<file path="config.mk">
export PLATFORM = sky130hd
export DESIGN_NAME = sat_engine
export DESIGN_NICKNAME = d
export VERILOG_FILES = /design/src/sat_types_pkg.sv /design/src/sat_ctrl_pkg.sv /design/src/sat_clause_regs.sv /design/src/clause_eval.sv /design/src/var_state_list.sv /design/src/sat_ctrl_core.sv /design/src/sat_engine.sv
export SDC_FILE = /design/constraint.sdc
export NUM_CORES = 1
export LEC_CHECK = 0
export ABC_AREA = 0
export BUFFER_PORTS_ARGS = -buffer_cell sky130_fd_sc_hd__buf_2
export CORE_MARGIN = 4
export CORE_UTILIZATION = 35
export CTS_BUF_LIST = sky130_fd_sc_hd__clkbuf_16
export DETAILED_ROUTE_END_ITERATION = 8
export PLACE_DENSITY = 0.52
export REMOVE_ABC_BUFFERS = 1
export SKIP_CTS_REPAIR_TIMING = 1
export SLEW_MARGIN = 20
export SYNTH_ARGS = -nofsm -noshare
export SYNTH_HDL_FRONTEND = slang
export SYNTH_HIERARCHICAL = 1
export SYNTH_SLANG_ARGS = --single-unit
export TNS_END_PERCENT = 100
</file>
<file path="constraint.sdc">
create_clock -name clk -period 13.3 [get_ports clk]
set_input_delay 3.99 -clock clk [delete_from_list [all_inputs] [get_ports clk]]
set_output_delay 3.99 -clock clk [all_outputs]
set_load 0.02 [all_outputs]
</file>
<file path="src/sat_types_pkg.sv">
// problem data types: literal codes, variable index, decision level, variable record

package sat_types_pkg;

    // widest problem the 4-bit index and level fields can describe
    localparam int MAX_VARS = 15;

    // literal code of one variable inside a clause
    // 2'b00 and 2'b11 both mean the variable does not appear
    typedef logic [1:0] lit_t;

    localparam lit_t LIT_POS = 2'b01;
    localparam lit_t LIT_NEG = 2'b10;

    // variable number within the problem
    typedef logic [3:0] var_idx_t;

    // decision level, level 0 holds implications made before any decision
    typedef logic [3:0] lvl_t;

    // one record per variable
    typedef struct packed {
        logic assigned;
        logic value;
        // value came from a decision, so the variable owns its level
        logic decided;
        // that decision has already been inverted once
        logic flipped;
        lvl_t level;
    } var_state_t;

endpackage

</file>
<file path="src/sat_ctrl_pkg.sv">
// search control types: FSM state enum and evaluation status struct

package sat_ctrl_pkg;

    // controller states
    // IMPLY, DECIDE and BACKTRACK are the cycles right after the op is
    // committed, while the registered status catches up with the new record
    typedef enum logic [2:0] {
        IDLE      = 3'd0,
        EVAL      = 3'd1,
        IMPLY     = 3'd2,
        DECIDE    = 3'd3,
        BACKTRACK = 3'd4,
        FINISH    = 3'd5
    } search_state_t;

    // summary of the last clause evaluation
    typedef struct packed {
        logic                    all_sat;
        logic                    conflict;
        logic                    unit_valid;
        sat_types_pkg::var_idx_t unit_var;
        // value that makes the unit literal true
        logic                    unit_val;
        // every variable carries a value
        logic                    none_free;
    } eval_status_t;

endpackage

</file>
<file path="src/sat_clause_regs.sv">
// clause storage with per-clause enable, loaded by the host while the engine is idle

`timescale 1ns/1ps

module sat_clause_regs #(
    parameter int NUM_VARS    = 8,
    parameter int NUM_CLAUSES = 8
) (
    input  logic                                              clk,
    input  logic                                              rst_i,
    input  logic                                              wr_clause_i,
    input  logic [$clog2(NUM_CLAUSES)-1:0]                    wr_idx_i,
    input  sat_types_pkg::lit_t [NUM_VARS-1:0]                wr_clause_data_i,
    input  logic                                              clr_clauses_i,
    input  logic                                              busy_i,
    output sat_types_pkg::lit_t [NUM_CLAUSES-1:0][NUM_VARS-1:0] clauses_o,
    output logic [NUM_CLAUSES-1:0]                            clause_en_o
);

    import sat_types_pkg::*;

    lit_t [NUM_CLAUSES-1:0][NUM_VARS-1:0] clauses_q;
    logic [NUM_CLAUSES-1:0]               en_q;
    logic                                 wr_ok;
    logic                                 clr_ok;

    // host access only between runs
    assign wr_ok  = wr_clause_i && !busy_i;
    assign clr_ok = clr_clauses_i && !busy_i;

    // clause payload
    always_ff @(posedge clk) begin
        if (wr_ok) begin
            clauses_q[wr_idx_i] <= wr_clause_data_i;
        end
    end

    // enables, a write in the same cycle as a clear survives it
    always_ff @(posedge clk) begin
        if (rst_i) begin
            en_q <= '0;
        end else begin
            if (clr_ok) begin
                en_q <= '0;
            end
            if (wr_ok) begin
                en_q[wr_idx_i] <= 1'b1;
            end
        end
    end

    assign clauses_o   = clauses_q;
    assign clause_en_o = en_q;

    // host must stay inside the clause table
    a_wr_idx_range: assert property (
        @(posedge clk) disable iff (rst_i)
        wr_clause_i |-> (int'(wr_idx_i) < NUM_CLAUSES)
    ) else $error("clause write index %0d out of range", wr_idx_i);

endmodule

</file>
<file path="src/clause_eval.sv">
// parallel clause evaluation: all-satisfied, conflict, first unit implication, registered

`timescale 1ns/1ps

module clause_eval #(
    parameter int NUM_VARS    = 8,
    parameter int NUM_CLAUSES = 8
) (
    input  logic                                              clk,
    input  logic                                              rst_i,
    input  sat_types_pkg::lit_t [NUM_CLAUSES-1:0][NUM_VARS-1:0] clauses_i,
    input  logic [NUM_CLAUSES-1:0]                            clause_en_i,
    input  sat_types_pkg::var_state_t [NUM_VARS-1:0]          var_states_i,
    output sat_ctrl_pkg::eval_status_t                        status_o
);

    import sat_types_pkg::*;
    import sat_ctrl_pkg::*;

    eval_status_t status_d;
    eval_status_t status_q;

    always_comb begin
        logic     c_sat;
        int       free_cnt;
        var_idx_t free_var;
        logic     free_val;
        lit_t     lit;
        logic     has_lit;

        status_d           = '0;
        status_d.all_sat   = 1'b1;
        status_d.none_free = 1'b1;

        for (int k = 0; k < NUM_VARS; k++) begin
            if (!var_states_i[k].assigned) begin
                status_d.none_free = 1'b0;
            end
        end

        // walk downwards so the lowest unit clause is the one that sticks
        for (int i = NUM_CLAUSES - 1; i >= 0; i--) begin
            c_sat    = 1'b0;
            free_cnt = 0;
            free_var = '0;
            free_val = 1'b0;
            for (int j = 0; j < NUM_VARS; j++) begin
                lit     = clauses_i[i][j];
                has_lit = (lit == LIT_POS) || (lit == LIT_NEG);
                if (has_lit && var_states_i[j].assigned) begin
                    if (var_states_i[j].value == (lit == LIT_POS)) begin
                        c_sat = 1'b1;
                    end
                end else if (has_lit) begin
                    free_cnt = free_cnt + 1;
                    free_var = var_idx_t'(j);
                    free_val = (lit == LIT_POS);
                end
            end

            if (clause_en_i[i] && !c_sat) begin
                status_d.all_sat = 1'b0;
                // an empty clause lands here too and counts as a conflict
                if (free_cnt == 0) begin
                    status_d.conflict = 1'b1;
                end else if (free_cnt == 1) begin
                    status_d.unit_valid = 1'b1;
                    status_d.unit_var   = free_var;
                    status_d.unit_val   = free_val;
                end
            end
        end
    end

    always_ff @(posedge clk) begin
        if (rst_i) begin
            status_q <= '0;
        end else begin
            status_q <= status_d;
        end
    end

    assign status_o = status_q;

    // var_state_list indexes its records with unit_var
    a_unit_var_range: assert property (
        @(posedge clk) disable iff (rst_i)
        status_o.unit_valid |-> (int'(status_o.unit_var) < NUM_VARS)
    ) else $error("unit implication on variable %0d", status_o.unit_var);

endmodule

</file>
<file path="src/var_state_list.sv">
// per-variable records and decision level with decide, imply and backtrack

`timescale 1ns/1ps

module var_state_list #(
    parameter int NUM_VARS = 8
) (
    input  logic                                     clk,
    input  logic                                     rst_i,
    input  logic                                     clear_vars_i,
    input  logic                                     do_imply_i,
    input  logic                                     do_decide_i,
    input  logic                                     do_backtrack_i,
    input  sat_ctrl_pkg::eval_status_t               status_i,
    output sat_types_pkg::var_state_t [NUM_VARS-1:0] var_states_o,
    output sat_types_pkg::lvl_t                      cur_lvl_o,
    output logic                                     bt_none_o
);

    import sat_types_pkg::*;

    var_state_t [NUM_VARS-1:0] vars_q;
    lvl_t                      cur_lvl_q;
    lvl_t                      next_lvl;
    var_idx_t                  dec_idx;
    var_idx_t                  bt_idx;
    lvl_t                      bt_lvl;

    assign next_lvl = cur_lvl_q + 1'b1;

    // lowest unassigned variable
    always_comb begin
        dec_idx = '0;
        for (int k = NUM_VARS - 1; k >= 0; k--) begin
            if (!vars_q[k].assigned) begin
                dec_idx = var_idx_t'(k);
            end
        end
    end

    // newest decision not yet inverted, i.e. the highest such level
    always_comb begin
        bt_none_o = 1'b1;
        bt_idx    = '0;
        bt_lvl    = '0;
        for (int k = 0; k < NUM_VARS; k++) begin
            if (vars_q[k].assigned && vars_q[k].decided && !vars_q[k].flipped &&
                (bt_none_o || vars_q[k].level > bt_lvl)) begin
                bt_none_o = 1'b0;
                bt_idx    = var_idx_t'(k);
                bt_lvl    = vars_q[k].level;
            end
        end
    end

    always_ff @(posedge clk) begin
        if (rst_i || clear_vars_i) begin
            vars_q    <= '0;
            cur_lvl_q <= '0;
        end else if (do_backtrack_i) begin
            for (int k = 0; k < NUM_VARS; k++) begin
                if (var_idx_t'(k) == bt_idx) begin
                    // decision keeps its level, now with the other value
                    vars_q[k].value   <= ~vars_q[k].value;
                    vars_q[k].flipped <= 1'b1;
                end else if (vars_q[k].level >= bt_lvl) begin
                    vars_q[k] <= '0;
                end
            end
            cur_lvl_q <= bt_lvl;
        end else if (do_decide_i) begin
            vars_q[dec_idx] <= '{
                assigned: 1'b1,
                value:    1'b0,
                decided:  1'b1,
                flipped:  1'b0,
                level:    next_lvl
            };
            cur_lvl_q <= next_lvl;
        end else if (do_imply_i) begin
            vars_q[status_i.unit_var] <= '{
                assigned: 1'b1,
                value:    status_i.unit_val,
                decided:  1'b0,
                flipped:  1'b0,
                level:    cur_lvl_q
            };
        end
    end

    assign var_states_o = vars_q;
    assign cur_lvl_o    = cur_lvl_q;

    // controller must finish with unsat instead of backtracking into nothing
    a_bt_has_target: assert property (
        @(posedge clk) disable iff (rst_i)
        do_backtrack_i |-> !bt_none_o
    ) else $error("backtrack requested with no open decision");

endmodule

</file>
<file path="src/sat_ctrl_core.sv">
// DPLL control FSM: evaluate, imply, decide, backtrack, finish

`timescale 1ns/1ps

module sat_ctrl_core #(
    parameter int NUM_VARS    = 8,
    parameter int NUM_CLAUSES = 8
) (
    input  logic                       clk,
    input  logic                       rst_i,
    input  logic                       start_i,
    input  sat_ctrl_pkg::eval_status_t status_i,
    input  logic                       bt_none_i,
    output logic                       clear_vars_o,
    output logic                       do_imply_o,
    output logic                       do_decide_o,
    output logic                       do_backtrack_o,
    output logic                       busy_o,
    output logic                       done_o,
    output logic                       sat_o,
    output logic                       unsat_o
);

    import sat_types_pkg::*;
    import sat_ctrl_pkg::*;

    // index and level fields are 4 bits, clause index needs at least one bit
    if (NUM_VARS < 1 || NUM_VARS > MAX_VARS || NUM_CLAUSES < 2) begin : g_bad_size
        $error("unsupported problem size: %0d vars, %0d clauses", NUM_VARS, NUM_CLAUSES);
    end

    search_state_t state_q;
    search_state_t state_d;
    logic          accept;
    logic          first_q;
    logic          fin_sat;
    logic          fin_unsat;
    logic          sat_q;
    logic          unsat_q;

    assign accept = start_i && (state_q == IDLE || state_q == FINISH);

    always_comb begin
        state_d        = state_q;
        do_imply_o     = 1'b0;
        do_decide_o    = 1'b0;
        do_backtrack_o = 1'b0;
        fin_sat        = 1'b0;
        fin_unsat      = 1'b0;
        case (state_q)
            IDLE, FINISH: state_d = accept ? EVAL : IDLE;
            EVAL: begin
                // status right after a clear still shows the old records
                if (!first_q) begin
                    if (status_i.all_sat) begin
                        fin_sat = 1'b1;
                        state_d = FINISH;
                    end else if (status_i.conflict || status_i.none_free) begin
                        if (bt_none_i) begin
                            fin_unsat = 1'b1;
                            state_d   = FINISH;
                        end else begin
                            do_backtrack_o = 1'b1;
                            state_d        = BACKTRACK;
                        end
                    end else if (status_i.unit_valid) begin
                        do_imply_o = 1'b1;
                        state_d    = IMPLY;
                    end else begin
                        do_decide_o = 1'b1;
                        state_d     = DECIDE;
                    end
                end
            end
            IMPLY, DECIDE, BACKTRACK: state_d = EVAL;
            default: state_d = IDLE;
        endcase
    end

    always_ff @(posedge clk) begin
        if (rst_i) begin
            state_q <= IDLE;
            first_q <= 1'b0;
            sat_q   <= 1'b0;
            unsat_q <= 1'b0;
        end else begin
            state_q <= state_d;
            first_q <= accept;
            if (accept) begin
                sat_q   <= 1'b0;
                unsat_q <= 1'b0;
            end else begin
                sat_q   <= sat_q | fin_sat;
                unsat_q <= unsat_q | fin_unsat;
            end
        end
    end

    assign clear_vars_o = accept;
    assign busy_o       = (state_q != IDLE) && (state_q != FINISH);
    assign done_o       = (state_q == FINISH);
    assign sat_o        = sat_q;
    assign unsat_o      = unsat_q;

    a_one_verdict: assert property (
        @(posedge clk) disable iff (rst_i)
        !(sat_o && unsat_o)
    ) else $error("sat and unsat reported together");

endmodule

</file>
<file path="src/sat_engine.sv">
// top level of the SAT engine: clause store, clause evaluator, variable list, control FSM

`timescale 1ns/1ps

module sat_engine #(
    parameter int NUM_VARS    = 8,
    parameter int NUM_CLAUSES = 8
) (
    input  logic                               clk,
    input  logic                               rst_i,
    input  logic                               wr_clause_i,
    input  logic [$clog2(NUM_CLAUSES)-1:0]     wr_idx_i,
    input  sat_types_pkg::lit_t [NUM_VARS-1:0] wr_clause_data_i,
    input  logic                               clr_clauses_i,
    input  logic                               start_i,
    output logic                               busy_o,
    output logic                               done_o,
    output logic                               sat_o,
    output logic                               unsat_o,
    output logic [NUM_VARS-1:0]                assign_o,
    output sat_types_pkg::lvl_t                cur_lvl_o
);

    import sat_types_pkg::*;
    import sat_ctrl_pkg::*;

    lit_t [NUM_CLAUSES-1:0][NUM_VARS-1:0] clauses;
    logic [NUM_CLAUSES-1:0]               clause_en;
    var_state_t [NUM_VARS-1:0]            var_states;
    eval_status_t                         status;
    logic                                 clear_vars;
    logic                                 do_imply;
    logic                                 do_decide;
    logic                                 do_backtrack;
    logic                                 bt_none;
    logic                                 busy;

    sat_clause_regs #(
        .NUM_VARS    (NUM_VARS),
        .NUM_CLAUSES (NUM_CLAUSES)
    ) u_sat_clause_regs (
        .clk              (clk),
        .rst_i            (rst_i),
        .wr_clause_i      (wr_clause_i),
        .wr_idx_i         (wr_idx_i),
        .wr_clause_data_i (wr_clause_data_i),
        .clr_clauses_i    (clr_clauses_i),
        .busy_i           (busy),
        .clauses_o        (clauses),
        .clause_en_o      (clause_en)
    );

    clause_eval #(
        .NUM_VARS    (NUM_VARS),
        .NUM_CLAUSES (NUM_CLAUSES)
    ) u_clause_eval (
        .clk          (clk),
        .rst_i        (rst_i),
        .clauses_i    (clauses),
        .clause_en_i  (clause_en),
        .var_states_i (var_states),
        .status_o     (status)
    );

    var_state_list #(
        .NUM_VARS (NUM_VARS)
    ) u_var_state_list (
        .clk            (clk),
        .rst_i          (rst_i),
        .clear_vars_i   (clear_vars),
        .do_imply_i     (do_imply),
        .do_decide_i    (do_decide),
        .do_backtrack_i (do_backtrack),
        .status_i       (status),
        .var_states_o   (var_states),
        .cur_lvl_o      (cur_lvl_o),
        .bt_none_o      (bt_none)
    );

    sat_ctrl_core #(
        .NUM_VARS    (NUM_VARS),
        .NUM_CLAUSES (NUM_CLAUSES)
    ) u_sat_ctrl_core (
        .clk            (clk),
        .rst_i          (rst_i),
        .start_i        (start_i),
        .status_i       (status),
        .bt_none_i      (bt_none),
        .clear_vars_o   (clear_vars),
        .do_imply_o     (do_imply),
        .do_decide_o    (do_decide),
        .do_backtrack_o (do_backtrack),
        .busy_o         (busy),
        .done_o         (done_o),
        .sat_o          (sat_o),
        .unsat_o        (unsat_o)
    );

    assign busy_o = busy;

    // model is the value field of every record
    for (genvar k = 0; k < NUM_VARS; k++) begin : g_model
        assign assign_o[k] = var_states[k].value;
    end

endmodule

</file>
==> impl_results.md, run 1 <==
- Run status: complete, no violations
- Clk Latency, worst-skew pair: 0.57 ns
- CP max stage cell: a2111oi_1
- Final wirelength: 69.0 mm
- Setup crit end: u_var_state_list/var_states_o[57]
- Area delta synth->final: 10.1%
- Fill cells: 5,761
- Initial Utilization: 35.4%
- Die area: 0.0611 mm²
- Die Ht: 247 µm
- Leak: 8.57 nW
- RR Endpoint: u_var_state_list/var_states_o[57]
- Crit path DAT: 13.05 ns
- Worst hold path class: reg2reg
- Iter 0 DRT Violations: 1,505
- Worst vdd ir: 0.000105 V
- Largest net degree at the start of global routing: 44
- Die Width: 247 µm
- WL per Instance: 22.4 µm
- Worst flop-to-flop path startpoint: u_var_state_list/var_states_o[7]
- Ys Warns: 6
- CP Max Fanout: 12
- Multi-input logic area: 0.0134 mm²
- Worst-margin pin slew: 1.15 ns
- Grt ovf: 0
- DP Worst Slack: -0.596 ns
- CP Data Required Time: 13.73 ns
- CP startpoint kind: register
- Initial antenna violation count: 6
- 1st-pass router iterations: 6
- CTS Root Cell: clkbuf_16
- Worst-path clk slew: 0.06 ns
- CTS tree: yes
- Clock Skew: 0.0176 ns
- Core area: 0.0565 mm²
- TritonCTS Sinks: 218
- Sequential share of the synthesized area: 28.2%
- Setup TNS Final: 0 ns
- Final hold violation count: 0
- FF+latch count, synth: 218
- Cell Rows: 87
- Number of diodes: 0
- Final Critical Period: 12.62 ns
- Max Cap Viol: 0
- First-pass GRT wire length: 104 mm
- Post-synthesis async set-or-reset flop share: 0%
- Syn_area_per_cell: 8.78 µm²
- Vias per cell: 5.82
- Reg2reg path depth: 58
- CP peak stage delay: 0.41 ns
- Final Hold Slack: 0.467 ns
- Fmax: 79.3 MHz
- Cells after DPL: 3,022
- Crit. End Element: register
- Relative slew slack: 22.2%
- Synth Flop Type: edfxtp_1
- Detailed placement HPWL: 51.4 mm
- Cell count after synthesis: 2,280
- Buffers on Ports: 39
- Max Buffers Root-to-Sink: 3
- Vias in the first global route: 17,000
- Setup ws final: 0.684 ns
- Most frequent cells in the layout: 215 x nor2_1, 187 x ha_1, 164 x inv_1
- Crit path kind: reg2reg
- Final setup fails: 0
- R2R setup slack: 0.68 ns
- # IOs: 40
- Cell variety after synth: 126
- Pwr dens: 92.3 mW/mm²
- Number of enable flip-flop cells after synthesis: 128
- Post-route clock period utilization: 94.9%
- Overall power: 2.04 mW
- Layout cells sized above 1: 12.7%
- Worst Setup SP: u_var_state_list/var_states_o[7]
- Gr usage total: 21.9%
- Post-route DRC violation count: 0
- DR vias: 17,900
- Storage element area: 0.00565 mm²
- Mapped Area: 0.0200 mm²
- Final ANT Viol Nets: 0
- Layout Cells excl Fill: 3,080
- Commonest non-fill, non-tap cell in the layout: nor2_1
- Top cell by count, worst path: ha_1
- Nets: 2,515
- GPL Wtd Cong: 0.890
- Final Slew Violations: 0
- H-tree depth: 1
- TritonCTS buffer count: 27
==> how the worst min path moves through the flow <==
stage	start	end	slack, ns	cells after the start
after floorplan	u_var_state_list/var_states_o[28]	u_var_state_list/var_states_o[28]	0.43	2
after global placement	u_var_state_list/var_states_o[45]	u_var_state_list/var_states_o[45]	0.45	2
after detailed placement	u_var_state_list/var_states_o[20]	u_var_state_list/var_states_o[20]	0.45	2
after CTS	u_var_state_list/var_states_o[20]	u_var_state_list/var_states_o[20]	0.46	2
after global routing	u_var_state_list/var_states_o[28]	u_var_state_list/var_states_o[28]	0.50	2
final	u_var_state_list/var_states_o[20]	u_var_state_list/var_states_o[20]	0.47	2
==> critical path: cells and delay by family (launching register included) <==
| family | cells | cell delay, ns |
|---|---|---|
| AOI/OAI and AO/OA | 27 | 5.89 |
| adders and majority gates | 8 | 2.26 |
| buffers and inverters | 4 | 0.50 |
| DFF | 1 | 0.36 |
| muxes | 3 | 0.90 |
| and+or+nand+nor | 16 | 2.53 |
==> cells in the mapped netlist (12+ instances only) <==
library cell / n / share of area, %
nor2_1: 217 / 4.1
a22o_1: 13 / 0.57
nor4_1: 24 / 0.75
o22ai_1: 16 / 0.50
o311ai_0: 13 / 0.57
and2_1: 22 / 0.69
o211ai_1: 30 / 1.1
o31ai_1: 19 / 0.71
or3_1: 22 / 0.69
o21ai_0: 67 / 1.7
a22oi_1: 21 / 0.79
o32ai_1: 20 / 0.87
buf_1: 15 / 0.28
a21oi_1: 102 / 2.5
buf_2: 13 / 0.32
o21a_1: 13 / 0.49
xor2_1: 66 / 2.9
ha_1: 187 / 12
or2_2: 40 / 1.2
clkbuf_1: 53 / 0.99
dfxtp_1: 90 / 9.0
mux2i_1: 32 / 1.6
edfxtp_1: 128 / 19
a311oi_1: 12 / 0.52
nor3b_1: 36 / 1.3
nand4_1: 21 / 0.66
a21o_1: 16 / 0.60
nand2b_1: 27 / 0.84
mux2_2: 14 / 0.79
nor3_1: 69 / 1.7
a31oi_1: 30 / 0.94
xnor3_1: 16 / 1.8
nand3b_1: 32 / 1.2
inv_1: 161 / 3.0
nor2b_1: 26 / 0.81
and3_1: 12 / 0.37
xnor2_1: 86 / 3.8
a211oi_1: 26 / 0.97
nand3_1: 62 / 1.5
nand2_1: 159 / 3.0
==> flip-flops by register name, indices dropped and copies added (netlist names) <==
signal	count
u_sat_ctrl_core/unsat_o	1
u_var_state_list/cur_lvl_o	4
u_var_state_list/var_states_o	64
u_sat_ctrl_core/first_q	1
u_sat_clause_regs/clause_en_o	8
u_sat_ctrl_core/sat_o	1
u_sat_ctrl_core/state_q	3
u_clause_eval/status_o	8
u_sat_clause_regs/clauses_o	128
==> cells by family after synthesis <==
logic type / after synthesis / share of synthesized area [%]
AND/OR/NAND/NOR: 849 / 22.7
AO/OA/AOI/OAI: 537 / 19.8
buffers and inverters: 260 / 5.42
flip-flops: 218 / 28.2
adder cells (fa/ha/maj): 188 / 11.7
XOR/XNOR: 179 / 9.57
multiplexers: 48 / 2.57
other: 1 / 0.0187
==> metal layers <==
| layer | wire length (µm) | track usage [%] |
|---|---|---|
| met5 | 33 | 0 |
| met4 | 2230 | 6.55 |
| met3 | 3800 | 3.07 |
| met2 | 32000 | 36.8 |
| met1 | 30900 | 29.4 |
==> layout make-up <==
class                           count  share of cell area (%)
Tap cell                          756                    4.29
Multi-Input combinational cell   1802                    60.9
Sequential cell                   218                    25.6
Clock inverter                     22                   0.715
Inverter                          165                    2.81
Timing Repair Buffer               90                    2.64
Clock buffer                       27                    3.06
==> report_power, final <==
group          internal (mW)  switching (mW)
Sequential             0.729         0.00863
Clock                  0.391           0.305
Combinational          0.238           0.364
Total                   1.36           0.678
==> stage by stage <==
step / utilization [%] / area [µm²]
3_3_place_gp: 37.2 / 21000
2_1_floorplan: - / 19600
6_report: 39.0 / 22100
3_5_place_dp: 37.2 / 21000
5_1_grt: 39.0 / 22100
4_1_cts: 38.7 / 21900
Power figures use the tool's default switching activity.
==> run 2: changes to the inputs <==
--- a/config.mk
+++ b/config.mk
@@ -8,10 +8,10 @@
 export ABC_AREA = 0
 export BUFFER_PORTS_ARGS = -buffer_cell sky130_fd_sc_hd__buf_2
 export CORE_MARGIN = 4
-export CORE_UTILIZATION = 35
+export CORE_UTILIZATION = 61
 export CTS_BUF_LIST = sky130_fd_sc_hd__clkbuf_16
 export DETAILED_ROUTE_END_ITERATION = 8
-export PLACE_DENSITY = 0.52
+export PLACE_DENSITY = 0.8
 export REMOVE_ABC_BUFFERS = 1
 export SKIP_CTS_REPAIR_TIMING = 1
 export SLEW_MARGIN = 20
==> run 2 against run 1 <==
Net effect: combinational power barely moved; worst hold slack worse by 0.0057 ns; cell count is 10% lower; utilization rose by 28 points; wire length fell by 5.9%; highest routed layer unchanged; sequential power hardly changed; largest power group is now clock; register-to-register slack improved by 0.21 ns; critical path type unchanged; clock power grew 6.3%; sequential share of layout area is 0.50 points higher; count of clock-buffer cells in the layout increased by 1.
==> impl_results.md, run 2 (same netlist as run 1, synthesis figures left out) <==
- Relative slew slack: 16.0%
- Die Width: 189 µm
- Fmax: 80.6 MHz
- Layout cells sized above 1: 12.4%
- H-tree depth: 1
- Max Buffers Root-to-Sink: 3
- CP startpoint kind: register
- Final hold violation count: 0
- Die area: 0.0358 mm²
- Buffers on Ports: 39
- Iter 0 DRT Violations: 2,394
- Nets: 2,508
- First-pass GRT wire length: 99.9 mm
- 1st-pass router iterations: 8
- Worst-path clk slew: 0.06 ns
- Cell Rows: 66
- CP Max Fanout: 9
- Core area: 0.0325 mm²
- DR vias: 19,000
- Max Cap Viol: 0
- Post-route DRC violation count: 0
- Setup TNS Final: 0 ns
- Vias in the first global route: 17,700
- CTS Root Cell: clkbuf_16
- Final wirelength: 64.9 mm
- Worst hold path class: reg2reg
- Initial antenna violation count: 3
- Run status: complete, no violations
- Setup ws final: 0.889 ns
- Grt ovf: 0
- Post-route clock period utilization: 93.3%
- Storage element area: 0.00565 mm²
- CP bufs+invs: 3
- Gr usage total: 35.0%
- CTS tree: yes
- Crit path kind: reg2reg
- Final ANT Viol Nets: 0
- Pwr dens: 96.3 mW/mm²
- WL per Instance: 23.5 µm
- Fill cells: 2,604
- # IOs: 40
- CP peak stage delay: 0.36 ns
- Most frequent cells in the layout: 214 x nor2_1, 187 x ha_1, 162 x inv_1
- Largest net degree at the start of global routing: 49
- Die Ht: 189 µm
- Crit-path leading delay family: compound AO/OA/AOI/OAI gates
- GPL Wtd Cong: 0.989
- Crit. End Element: register
- Clock Skew: 0.0175 ns
- Final Slew Violations: 0
- Worst vdd ir: 0.000127 V
- TritonCTS Sinks: 218
- Clk Latency, worst-skew pair: 0.54 ns
- Vias per cell: 6.87
- Crit path DAT: 12.81 ns
- Detailed placement HPWL: 46.8 mm
- Leak: 8.57 nW
- Commonest non-fill, non-tap cell in the layout: nor2_1
- DP Worst Slack: -0.166 ns
- Final setup fails: 0
- Worst-margin pin slew: 1.24 ns
- Top cell by count, worst path: ha_1
- CP max stage cell: o211ai_1
- Largest register FFs: 128
- TritonCTS buffer count: 27
- CP Data Required Time: 13.70 ns
- Area delta synth->final: 7.99%
- Initial Utilization: 61.7%
- Multi-input logic area: 0.0134 mm²
- Final Critical Period: 12.41 ns
run 2: cell types whose count changed in the layout (fill, tap and decap cells not counted), moves of 2 or more:
cell	delta
inv_1	-2
inv_4	+2
buf_4	-6
clkinv_2	-2
bufinv_16	+2
clkinvlp_4	-2
run 2: path summary, 6_finish.rpt:
check | slack [ns] | depth (start not counted) | from | to
max | 0.89 | 59 | u_var_state_list/var_states_o[4] | u_var_state_list/var_states_o[56]
min | 0.46 | 2 | u_var_state_list/var_states_o[45] | u_var_state_list/var_states_o[45]
max reg2reg | 0.89 | 59 | u_var_state_list/var_states_o[4] | u_var_state_list/var_states_o[56]
min reg2reg | 0.46 | 2 | u_var_state_list/var_states_o[45] | u_var_state_list/var_states_o[45]
run 2: area by class of cell:
class | instances | area share (%)
Multi-Input combinational cell | 1802 | 61.8
Tap cell | 442 | 2.56
Clock buffer | 28 | 3.24
Inverter | 165 | 2.86
Antenna cell | 1 | 0.0116
Sequential cell | 218 | 26.1
Timing Repair Buffer | 83 | 2.43
Clock inverter | 22 | 0.931
run 2: power breakdown:
group	switching [mW]	internal (mW)	total [mW]
combinational	0.367	0.237	0.604
sequential	0.00932	0.729	0.738
clock	0.297	0.443	0.740
total	0.674	1.41	2.08
run 2: routing by layer:
layer	vias up	global-route usage, %	wire (µm)
li1	8506	-	-
met1	9032	46.8	25500
met2	1202	56.8	29700
met3	233	6.12	6670
met4	2	13.6	3030
met5	-	0	7
run 2: worst register-to-register path: cells and delay by family, from the launching register on:
family,cells,cell delay [ns]
adders and majority gates,8,2.33
AOI/OAI and AO/OA,31,6.14
muxes,2,0.51
DFF,1,0.32
and+or+nand+nor,15,2.53
buffers and inverters,3,0.48
run 2: per-stage QoR:
| step | hold WS (ns) | power [mW] | utilization, % | instances | cell area (µm²) |
|---|---|---|---|---|---|
| final | 0.462 | 2.08 | 66.6 | 2761 | 21600 |
| after global routing | 0.493 | 2.17 | 66.6 | 2761 | 21600 |
| after CTS | 0.458 | 2.07 | 66.2 | 2752 | 21500 |
| after detailed placement | 0.450 | 1.33 | 63.5 | 2702 | 20600 |
| after floorplan | 0.431 | 1.19 | - | 2185 | 19600 |
| after global placement | 0.448 | 1.31 | 63.5 | 2702 | 20600 |
